File: config.mk
export PLATFORM = sky130hd
export DESIGN_NAME = decodeUnit
export DESIGN_NICKNAME = d
export VERILOG_FILES = /design/src/hdl/decode_pkg.sv /design/src/hdl/pipeReg.sv /design/src/hdl/opDecoder.sv /design/src/hdl/ctrlFieldGen.sv /design/src/hdl/hazardTiming.sv /design/src/hdl/decodeUnit.sv
export VERILOG_INCLUDE_DIRS = /design/src /design/src/hdl
export SDC_FILE = /design/constraint.sdc
export NUM_CORES = 1
export LEC_CHECK = 0
export BUFFER_PORTS_ARGS = -buffer_cell sky130_fd_sc_hd__buf_2
export CAP_MARGIN = 10
export CORE_AREA = 8 8 96 98
export DETAILED_ROUTE_END_ITERATION = 16
export DIE_AREA = 0 0 104 106
export PLACE_DENSITY = 0.67
export SYNTH_ARGS = -nofsm -noshare
export SYNTH_HDL_FRONTEND = slang
export SYNTH_SLANG_ARGS = --single-unit
File: constraint.sdc
create_clock -name clk -period 3.05 [get_ports clk]
set_input_delay 0.1525 -clock clk [delete_from_list [all_inputs] [get_ports clk]]
set_output_delay 0.1525 -clock clk [all_outputs]
set_load 0.02 [all_outputs]
File: src/hdl/mips_consts.svh
`ifndef MIPS_CONSTS_SVH
`define MIPS_CONSTS_SVH

////////////////////////////////////////
// instruction fields
////////////////////////////////////////
`define OP_FIELD    31:26
`define RS_FIELD    25:21
`define RT_FIELD    20:16
`define RD_FIELD    15:11
`define FUNCT_FIELD 5:0

////////////////////////////////////////
// primary opcodes
////////////////////////////////////////
`define OP_SPECIAL 6'b000000 // funct decides
`define OP_REGIMM  6'b000001 // rt decides
`define OP_J       6'b000010
`define OP_JAL     6'b000011
`define OP_BEQ     6'b000100
`define OP_BNE     6'b000101
`define OP_BLEZ    6'b000110
`define OP_BGTZ    6'b000111
`define OP_ADDI    6'b001000
`define OP_ADDIU   6'b001001
`define OP_SLTI    6'b001010
`define OP_SLTIU   6'b001011
`define OP_ANDI    6'b001100
`define OP_ORI     6'b001101
`define OP_XORI    6'b001110
`define OP_LUI     6'b001111
`define OP_LB      6'b100000
`define OP_LH      6'b100001
`define OP_LW      6'b100011
`define OP_LBU     6'b100100
`define OP_LHU     6'b100101
`define OP_SB      6'b101000
`define OP_SH      6'b101001
`define OP_SW      6'b101011

////////////////////////////////////////
// SPECIAL funct codes
////////////////////////////////////////
`define FN_SLL  6'b000000 // all-zero word is the nop
`define FN_SRL  6'b000010
`define FN_SRA  6'b000011
`define FN_SLLV 6'b000100
`define FN_SRLV 6'b000110
`define FN_SRAV 6'b000111
`define FN_JR   6'b001000
`define FN_JALR 6'b001001
`define FN_ADD  6'b100000
`define FN_ADDU 6'b100001
`define FN_SUB  6'b100010
`define FN_SUBU 6'b100011
`define FN_AND  6'b100100
`define FN_OR   6'b100101
`define FN_XOR  6'b100110
`define FN_NOR  6'b100111
`define FN_SLT  6'b101010
`define FN_SLTU 6'b101011

// REGIMM sub-codes in rt
`define RT_BLTZ 5'b00000
`define RT_BGEZ 5'b00001

`define TUSE_NONE 2'd3  // operand never read
`define RA_REG    5'd31 // link register for jal

`endif

File: src/hdl/decode_pkg.sv
package decode_pkg;

  typedef logic [31:0] instr_t;
  typedef logic [4:0]  regAddr_t;

  ////////////////////////////////////////
  // decode codes
  ////////////////////////////////////////
  typedef enum logic [3:0] {
    CAL_R, SHIFT_IMM, CAL_I, BRANCH, LOAD, STORE,
    JAL, J, JR, JALR, ILLEGAL
  } instrClass_e;

  typedef enum logic [3:0] {
    ALU_AND  = 4'd0,
    ALU_OR   = 4'd1,
    ALU_ADD  = 4'd2,
    ALU_SUB  = 4'd3,
    ALU_XOR  = 4'd4,
    ALU_NOR  = 4'd5,
    ALU_SLT  = 4'd6,
    ALU_SLTU = 4'd7,
    ALU_SLL  = 4'd8,
    ALU_SRL  = 4'd9,
    ALU_SRA  = 4'd10
  } aluOp_e;

  typedef enum logic [2:0] {BR_EQ, BR_NE, BR_LEZ, BR_GTZ, BR_LTZ, BR_GEZ} branchOp_e;
  typedef enum logic [2:0] {LD_B, LD_BU, LD_H, LD_HU, LD_W} loadSel_e;
  typedef enum logic [1:0] {ST_B, ST_H, ST_W} storeSel_e;
  typedef enum logic [1:0] {EXT_ZERO, EXT_SIGN, EXT_LUI} extOp_e;
  typedef enum logic [1:0] {WD_PC8, WD_ALU, WD_MEM} wdSel_e; // each stage picks its own source
  typedef enum logic [1:0] {NPC_SEQ, NPC_BRANCH, NPC_REG, NPC_JUMP} npcSrc_e;

  ////////////////////////////////////////
  // bundles
  ////////////////////////////////////////
  typedef struct packed {
    aluOp_e    aluOp;
    branchOp_e branchOp;
    loadSel_e  loadSel;
    storeSel_e storeSel;
    extOp_e    extOp;
  } subOps_t; // 14 bits

  typedef struct packed {
    logic      regWrite;
    logic      memWrite;
    logic      aluASrc;  // shamt as operand A
    logic      aluBSrc;  // immediate as operand B
    wdSel_e    wdSel;
    regAddr_t  wba;
    extOp_e    extOp;
    aluOp_e    aluOp;
    branchOp_e branchOp;
    loadSel_e  loadSel;
    storeSel_e storeSel;
    npcSrc_e   npcSrc;
    logic      exist;
  } ctrlWord_t; // 28 bits

  typedef struct packed {
    logic [1:0] tuseRs;
    logic [1:0] tuseRt;
    logic [1:0] tnewE;
    logic [1:0] tnewM;
  } stageTiming_t;

  typedef struct packed {
    ctrlWord_t    ctrl;
    stageTiming_t timing;
  } decodeOut_t; // 36 bits

endpackage

File: src/hdl/pipeReg.sv
module pipeReg #(
  parameter type payload_t = logic
) (
  input  logic     clk,
  input  logic     rst,
  input  logic     inValid,
  output logic     inReady,
  input  payload_t inData,
  output logic     outValid,
  input  logic     outReady,
  output payload_t outData
);

  logic     full;
  payload_t data;

  // open when empty or when the held item leaves this cycle
  assign inReady = !full || outReady;

  always_ff @(posedge clk) begin
    if (rst) begin
      full <= 1'b0;
    end else if (inReady) begin
      full <= inValid; // refill or drain
    end
  end

  always_ff @(posedge clk) begin
    if (inValid && inReady) begin
      data <= inData;
    end
  end

  assign outValid = full;
  assign outData  = data;

endmodule

File: src/hdl/opDecoder.sv
`include "mips_consts.svh"

module opDecoder (
  input  decode_pkg::instr_t      instr,
  output decode_pkg::instrClass_e iClass,
  output decode_pkg::subOps_t     subOps
);
  import decode_pkg::*;

  logic [5:0] op;
  logic [5:0] funct;
  regAddr_t   rtSub;

  assign op    = instr[`OP_FIELD];
  assign funct = instr[`FUNCT_FIELD];
  assign rtSub = instr[`RT_FIELD]; // REGIMM selector

  always_comb begin
    iClass = ILLEGAL;
    subOps = '0; // unused fields stay zero
    case (op)
      ////////////////////////////////////////
      // SPECIAL
      ////////////////////////////////////////
      `OP_SPECIAL: begin
        iClass = CAL_R;
        case (funct)
          `FN_ADD, `FN_ADDU: subOps.aluOp = ALU_ADD;
          `FN_SUB, `FN_SUBU: subOps.aluOp = ALU_SUB;
          `FN_AND:  subOps.aluOp = ALU_AND;
          `FN_OR:   subOps.aluOp = ALU_OR;
          `FN_XOR:  subOps.aluOp = ALU_XOR;
          `FN_NOR:  subOps.aluOp = ALU_NOR;
          `FN_SLT:  subOps.aluOp = ALU_SLT;
          `FN_SLTU: subOps.aluOp = ALU_SLTU;
          `FN_SLLV: subOps.aluOp = ALU_SLL;
          `FN_SRLV: subOps.aluOp = ALU_SRL;
          `FN_SRAV: subOps.aluOp = ALU_SRA;
          `FN_SLL, `FN_SRL, `FN_SRA: begin
            iClass = SHIFT_IMM;
            subOps.aluOp = (funct == `FN_SLL) ? ALU_SLL :
                           (funct == `FN_SRL) ? ALU_SRL : ALU_SRA;
          end
          `FN_JR:   iClass = JR;
          `FN_JALR: iClass = JALR;
          default:  iClass = ILLEGAL; // mult/div and the rest
        endcase
      end

      ////////////////////////////////////////
      // immediate ALU
      ////////////////////////////////////////
      `OP_ADDI, `OP_ADDIU, `OP_SLTI, `OP_SLTIU: begin
        iClass = CAL_I;
        subOps.extOp = EXT_SIGN;
        subOps.aluOp = (op == `OP_SLTI)  ? ALU_SLT :
                       (op == `OP_SLTIU) ? ALU_SLTU : ALU_ADD;
      end
      `OP_ANDI, `OP_ORI, `OP_XORI: begin
        iClass = CAL_I;
        subOps.extOp = EXT_ZERO;
        subOps.aluOp = (op == `OP_ANDI) ? ALU_AND :
                       (op == `OP_ORI)  ? ALU_OR : ALU_XOR;
      end
      `OP_LUI: begin
        iClass = CAL_I;
        subOps.extOp = EXT_LUI; // shifted imm plus zero
        subOps.aluOp = ALU_ADD;
      end

      ////////////////////////////////////////
      // branches
      ////////////////////////////////////////
      `OP_BEQ, `OP_BNE, `OP_BLEZ, `OP_BGTZ: begin
        iClass = BRANCH;
        subOps.extOp = EXT_SIGN;
        subOps.branchOp = branchOp_e'(op[1:0]); // eq, ne, lez, gtz in order
      end
      `OP_REGIMM: begin
        if (rtSub == `RT_BLTZ || rtSub == `RT_BGEZ) begin
          iClass = BRANCH;
          subOps.extOp = EXT_SIGN;
          subOps.branchOp = (rtSub == `RT_BLTZ) ? BR_LTZ : BR_GEZ;
        end
      end

      ////////////////////////////////////////
      // memory
      ////////////////////////////////////////
      `OP_LB, `OP_LBU, `OP_LH, `OP_LHU, `OP_LW: begin
        iClass = LOAD;
        subOps.extOp = EXT_SIGN;
        subOps.aluOp = ALU_ADD; // base plus offset
        subOps.loadSel = (op == `OP_LB)  ? LD_B  :
                         (op == `OP_LBU) ? LD_BU :
                         (op == `OP_LH)  ? LD_H  :
                         (op == `OP_LHU) ? LD_HU : LD_W;
      end
      `OP_SB, `OP_SH, `OP_SW: begin
        iClass = STORE;
        subOps.extOp = EXT_SIGN;
        subOps.aluOp = ALU_ADD;
        subOps.storeSel = (op == `OP_SB) ? ST_B :
                          (op == `OP_SH) ? ST_H : ST_W;
      end

      `OP_J:   iClass = J;
      `OP_JAL: iClass = JAL;
      default: iClass = ILLEGAL; // cop0 and unused opcodes
    endcase
  end

endmodule

File: src/hdl/ctrlFieldGen.sv
`include "mips_consts.svh"

module ctrlFieldGen (
  input  decode_pkg::instrClass_e iClass,
  input  decode_pkg::subOps_t     subOps,
  input  decode_pkg::instr_t      instr,
  output decode_pkg::ctrlWord_t   ctrl
);
  import decode_pkg::*;

  regAddr_t rd;
  regAddr_t rt;

  assign rd = instr[`RD_FIELD];
  assign rt = instr[`RT_FIELD];

  always_comb begin
    ctrl = '0; // non-writers keep wdSel and wba at zero
    ctrl.extOp    = subOps.extOp;
    ctrl.aluOp    = subOps.aluOp;
    ctrl.branchOp = subOps.branchOp;
    ctrl.loadSel  = subOps.loadSel;
    ctrl.storeSel = subOps.storeSel;
    ctrl.exist    = (iClass != ILLEGAL);

    case (iClass)
      CAL_R: begin
        ctrl.regWrite = 1'b1;
        ctrl.wdSel    = WD_ALU;
        ctrl.wba      = rd;
      end
      SHIFT_IMM: begin
        ctrl.regWrite = 1'b1;
        ctrl.aluASrc  = 1'b1; // shamt in place of rs
        ctrl.wdSel    = WD_ALU;
        ctrl.wba      = rd;
      end
      CAL_I: begin
        ctrl.regWrite = 1'b1;
        ctrl.aluBSrc  = 1'b1;
        ctrl.wdSel    = WD_ALU;
        ctrl.wba      = rt;
      end
      LOAD: begin
        ctrl.regWrite = 1'b1;
        ctrl.aluBSrc  = 1'b1;
        ctrl.wdSel    = WD_MEM;
        ctrl.wba      = rt;
      end
      STORE: begin
        ctrl.memWrite = 1'b1;
        ctrl.aluBSrc  = 1'b1;
      end
      BRANCH: ctrl.npcSrc = NPC_BRANCH;
      J:      ctrl.npcSrc = NPC_JUMP;
      JR:     ctrl.npcSrc = NPC_REG;
      JAL: begin
        ctrl.regWrite = 1'b1;
        ctrl.wdSel    = WD_PC8;
        ctrl.wba      = `RA_REG;
        ctrl.npcSrc   = NPC_JUMP;
      end
      JALR: begin
        ctrl.regWrite = 1'b1;
        ctrl.wdSel    = WD_PC8;
        ctrl.wba      = rd;
        ctrl.npcSrc   = NPC_REG;
      end
      default: ctrl.npcSrc = NPC_SEQ; // illegal, all inactive
    endcase
  end

endmodule

File: src/hdl/hazardTiming.sv
`include "mips_consts.svh"

module hazardTiming (
  input  decode_pkg::instrClass_e  iClass,
  output decode_pkg::stageTiming_t timing
);
  import decode_pkg::*;

  // tuse counts cycles from decode until the operand is read,
  // tnew counts cycles until the result can be forwarded
  always_comb begin
    timing.tuseRs = `TUSE_NONE;
    timing.tuseRt = `TUSE_NONE;
    timing.tnewE  = 2'd0;
    timing.tnewM  = 2'd0;
    case (iClass)
      CAL_R: begin
        timing.tuseRs = 2'd1;
        timing.tuseRt = 2'd1;
        timing.tnewE  = 2'd1;
      end
      SHIFT_IMM: begin
        timing.tuseRt = 2'd1;
        timing.tnewE  = 2'd1;
      end
      CAL_I: begin
        timing.tuseRs = 2'd1;
        timing.tnewE  = 2'd1;
      end
      BRANCH: begin
        timing.tuseRs = 2'd0; // compared in decode
        timing.tuseRt = 2'd0;
      end
      LOAD: begin
        timing.tuseRs = 2'd1;
        timing.tnewE  = 2'd2;
        timing.tnewM  = 2'd1; // data back after mem
      end
      STORE: begin
        timing.tuseRs = 2'd1;
        timing.tuseRt = 2'd2; // needed only in mem
      end
      JR, JALR: timing.tuseRs = 2'd0;
      default: timing.tnewE = 2'd0; // jal, j, illegal; pc+8 is ready at once
    endcase
  end

endmodule

File: src/hdl/decodeUnit.sv
module decodeUnit (
  input  logic                   clk,
  input  logic                   rst,
  input  logic                   inValid,
  output logic                   inReady,
  input  decode_pkg::instr_t     inInstr,
  output logic                   outValid,
  input  logic                   outReady,
  output decode_pkg::decodeOut_t outData
);
  import decode_pkg::*;

  logic         instrValid;
  logic         instrReady;
  instr_t       instrQ;
  instrClass_e  iClass;
  subOps_t      subOps;
  ctrlWord_t    ctrl;
  stageTiming_t timing;
  decodeOut_t   decoded;

  ////////////////////////////////////////
  // stage 1 instruction slice
  ////////////////////////////////////////
  pipeReg #(.payload_t(instr_t)) instrStage (
    .clk      (clk),
    .rst      (rst),
    .inValid  (inValid),
    .inReady  (inReady),
    .inData   (inInstr),
    .outValid (instrValid),
    .outReady (instrReady), // from the output slice
    .outData  (instrQ)
  );

  // combinational decode between slices
  opDecoder decoder (
    .instr  (instrQ),
    .iClass (iClass),
    .subOps (subOps)
  );

  ctrlFieldGen ctrlGen (
    .iClass (iClass),
    .subOps (subOps),
    .instr  (instrQ),
    .ctrl   (ctrl)
  );

  hazardTiming timingGen (
    .iClass (iClass),
    .timing (timing)
  );

  assign decoded = '{ctrl: ctrl, timing: timing};

  ////////////////////////////////////////
  // stage 2 result slice
  ////////////////////////////////////////
  pipeReg #(.payload_t(decodeOut_t)) outStage (
    .clk      (clk),
    .rst      (rst),
    .inValid  (instrValid),
    .inReady  (instrReady),
    .inData   (decoded),
    .outValid (outValid),
    .outReady (outReady),
    .outData  (outData)
  );

endmodule

# Yosys cells after proc, flatten, opt, wreduce, memory -nomap -nowiden
# Cells that the tools add are included.
# totals
in_bits	36
ramBits	0
output_inout_bits	38
memories	0
ff_bits	70
rom_bits	0
wordCells	140
latchBits	0
# classes
shifts	0
add_sub_neg	0
n_reduce_logical	35
n_eq_ne	51
bitwise_logic	2
n_div	0
magnitude_cmp	0
mul	0
muxes	30
# ops
op	n
6-bit == test, second input constant	18
6-bit by 4-bit == test with 1-bit output, second input constant	10
4-bit case mux with 11 select lines	1
6-bit by 3-bit == test with 1-bit output, second input constant	7
7-bit case mux with 5 select lines	1
4-bit case mux with 4 select lines	2
4-bit case mux with 8 select lines	1
6-bit by 2-bit == test with 1-bit output, second input constant	4
3-bit OR reduction	7
2-bit case mux with 3 select lines	3
4-bit by 3-bit == test with 1-bit output, second input constant	4
4-bit 2-to-1 mux	4
16-bit OR reduction	1
4-bit OR reduction	4
2-bit OR reduction	7
13-bit OR reduction	1
6-bit zero test	2
3-bit 2-to-1 mux	4
9-bit OR reduction	1
4-bit by 2-bit == test with 1-bit output, second input constant	2
4-bit == test, second input constant	2
1-bit 2-to-1 mux	8
2-bit case mux with 2 select lines	2
8-bit OR reduction	1
14 further kinds	21

# Logic depth before layout (Yosys ltp)
# logic_depth
depth_word	7
depth_mapped	7

# Hierarchy
# A second synthesis with hierarchy kept.
# hier_totals
hier_cells	243
area_unflattened_um2	3253.1
# by_module_without_submodules
mod	cells_each	area_per_inst_um2	n_inst	seq_area_each_um2
pipeReg at outStage	41	1136.1	1	1101.1
pipeReg at instrStage	37	1016.0	1	980.9
opDecoder	91	546.8	1	0.0
ctrlFieldGen	55	429.2	1	0.0
hazardTiming	19	125.1	1	0.0

# Least setup slack after synthesis
# OpenSTA, ideal clock, no wires.
# synth_timing
kind	reg-to-reg
start	reg outStage.full, in the netlist outStage.outValid
end	reg outStage.data, in the netlist outStage.outData[0], enable pin
t_arrival_ps	2130
slack_ps	489
path_stages_with_launch	3
n_path_buf	0
period_less_slack_ps	2561
required_time_ps	2619
cell_sequence	dfxtp_1 nor2b_1 nor2b_1
# synth_via
elab_chain_len	3
# synth_rtl
item	line	source
start, declared	pipeReg.sv:14	logic full;
start signal, assigned	pipeReg.sv:24	full <= inValid;
1-bit zero test	pipeReg.sv:18	assign inReady = !full || outReady;
1-bit logical OR	pipeReg.sv:18	
1-bit logical AND	pipeReg.sv:29	if (inValid && inReady) begin
end signal, assigned	pipeReg.sv:30	data <= inData;
end, declared	pipeReg.sv:15	payload_t data;
# No other way between the ends.
# A chain may end at the register's enable or synchronous reset.

==> reports/metrics.cfg <==
[final_layout]
layout_common_cells = buf_2, edfxtp_1, dlygate4sd3_1, nor2_1, clkbuf_8
mostFrequentLayoutCell = buf_2
drive_gt1_share_pct = 30.3
final_nets = 331
areaGrowthSynthToFinish_pct = 31.6
final_area_um2 = 3470
nFillCells = 744
antennaDiodeCount = 0

[yosys]
ys_seq_area_share_pct = 66.4
synth_area_leaders = edfxtp_1, nor2_1, o31ai_1
yosysWarnings = 0
yosys_register_bits = 59
syn-cell-area_um2 = 2640
yosysTopAreaCell = edfxtp_1
syn_nets = 243
syn_inst = 207
synth_top_cell_area_share_pct = 64.9
avgSynthCellArea_um2 = 12.7
ys_types = 51

[routing]
routedWlPerCell_um = 14.8
viasPerCell = 4.88
num_vias = 1976
drt_drc_violations_left = 0
postRouteAntennaNets = 0
dr.first_iter.drc_count = 183
wl_um = 6010
firstDrtPassIters = 4

[global_route]
grt_max_degree = 36
grt_pass1_vias = 2081
globalRouteOverflowTotal = 0
grt_use_total_pct = 11.8
antenna_found_initial = 0
grt_pass1_wl_um = 10100

[die]
start_util_pct = 33.6
die_h_um = 106
ios = 74
core_um2 = 7850
die_x_um = 104
rows = 33
die-area_um2 = 11000

[placed_design]
gp_congestion = 0.858
hpwl_um = 4190
place_ws_ns = 0.656
numPortBuffers = 62
placed_area_um2 = 3060

[timing]
rsz0062_at_grt = false
finalSetupViolations = 0
finalMaxSlewViolations = 0
hold_viol = 0
worst_slew_pin_slew_ns = 0.940
setup-tns-final_ns = 0
fin_skew_ns = 0.00727
worst_slack_ns = 0.644
clock.fmax_mhz = 416
fin_crit_sh_pct = 78.9
relSlewSlack_pct = 37.2
min_period_ns = 2.41

[worst_setup_path]
critPathRequiredTime_ns = 3.14
rrSetupSlack_ns = 0.64
critPathKind = flip-flop to flip-flop
critPathBufInv = 0
cp_top_family = simple AND/OR/NAND/NOR gates
ff2ff_path_depth = 5
critPathArrivalTime_ns = 2.50
startpoint_type = flip-flop
cpPeakStageDelay_ns = 0.72
end_kind = flip-flop
crit_chain = or4_1, or2_4, nor3_4, or2b_1, o31ai_1
cp.depth = 5
cp_slowest_cell = or4_1
cp_max_fo = 9

[flow_run]
cap_viol_max_count = 0

[clocking]
cts.sinks = 59
cts_resized = 0
cts_buffers = 9
root_buffer = clkbuf_8
cts_max_level = 3
cts_setup_buffers = 0
clock_latency_ns = 0.35
cts_tree = done
path_clk_slew_ns = 0.07
cts_max_path_buffers = 2

[min_path]
worstHoldPathType = input port to flip-flop
hold_path_depth = 3

[power]
total_power_mw = 1.81
p_leak_nw = 1.27
ir_drop_uv = 298
power.density_nw_per_um2 = 521

[status]
outcome = completed

-- report_power, final --
group | switching [mW] | leakage, nW | internal [mW]
clock | 0.279 | 0.0965 | 0.359
combinational | 0.120 | 0.626 | 0.0838
sequential | 0.0259 | 0.547 | 0.941
-- kinds of logic (layout without fill, tap and decap cells) --
| logic type | count (synthesis) | count (layout) | synth area share (%) |
|---|---|---|---|
| AND/OR/NAND/NOR | 76 | 76 | 16.5 |
| flip-flops | 59 | 59 | 66.4 |
| AO/OA/AOI/OAI | 44 | 44 | 11.9 |
| buffers and inverters | 23 | 116 | 3.75 |
| XOR/XNOR | 3 | 3 | 0.996 |
| other | 1 | 1 | 0.142 |
| multiplexers | 1 | 1 | 0.380 |
-- state kept, by name, summed over array words and instances (netlist names) --
signal / flops
instrStage.outData: 22
outStage.outData: 35
instrStage.outValid: 1
outStage.outValid: 1
-- area by class of cell --
cell class              instances  area [µm²]  share of cell area [%]
flip-flops and latches         59        1750                    50.5
well taps                     105         131                    3.78
clock inverters                 2        10.0                   0.288
clock buffers                  14         173                    4.97
repair buffers                 89         571                    16.4
multi-input cells             125         795                    22.9
inverters                      11        41.3                    1.19
-- tightest hold or removal path, delay by kind of cell --
kind / cells / cell delay, ns
AOI/OAI and AO/OA: 1 / 0.04
buffers and inverters: 1 / 0.08
and+or+nand+nor: 1 / 0.09
-- layer usage --
layer | routed length [µm] | global-route usage, % | vias to the layer above
met1 | 2510 | 13.0 | 922
li1 | - | - | 967
met2 | 2900 | 19.1 | 76
met3 | 472 | 5.02 | 11
met5 | 0 | 0 | -
met4 | 124 | 5.89 | 0
-- per-stage QoR --
stage          utilization [%]  std cells  hold WS [ns]
4_1_cts                   44.3        405        0.0493
2_1_floorplan                -        207         0.225
6_report                  44.3        405        0.0557
3_3_place_gp              39.0        366         0.328
3_5_place_dp              39.0        366         0.331
5_1_grt                   44.3        405        0.0698
-- cell usage after synthesis, drive strengths merged --
master and number:
nor3b 2, o31a 1, conb 1, nand3 3, a31o 1, nor3 13, a21o 1, nand4bb 1
a22o 1, buf 4, inv 11, nor4 5, a211oi 3, o32ai 1, nor2 17, or2b 1
a2111oi 1, clkbuf 8, o311ai 2, a31oi 1, a21oi 10, and2 2, or3b 2, a221oi 5
mux2i 1, nor2b 6, o211ai 1, o2111a 1, a21boi 1, or2 4, nand2 9, o21ai 5
xnor2 2, dfxtp 2, or3 1, edfxtp 57, or4 3, o31ai 7, a311oi 1, a41oi 1
xor2 1, nand2b 6, nand4 1
-- timing repair --
| item | 4_1_cts | 5_1_grt |
|---|---|---|
| hold buffers | 23 | 0 |
| endpoints found under the hold margin | 24 | 0 |
| setup endpoints to repair | 0 | 0 |
-- worst paths after layout --
path | start | end
worst min register to register | instrStage.outValid | outStage.outValid
worst max-delay path | instrStage.outData[29] | outStage.outData[28]
worst max register to register | instrStage.outData[29] | outStage.outData[28]
worst min-delay path | inValid | instrStage.outValid
No activity file was read; power rests on OpenSTA's default activity.
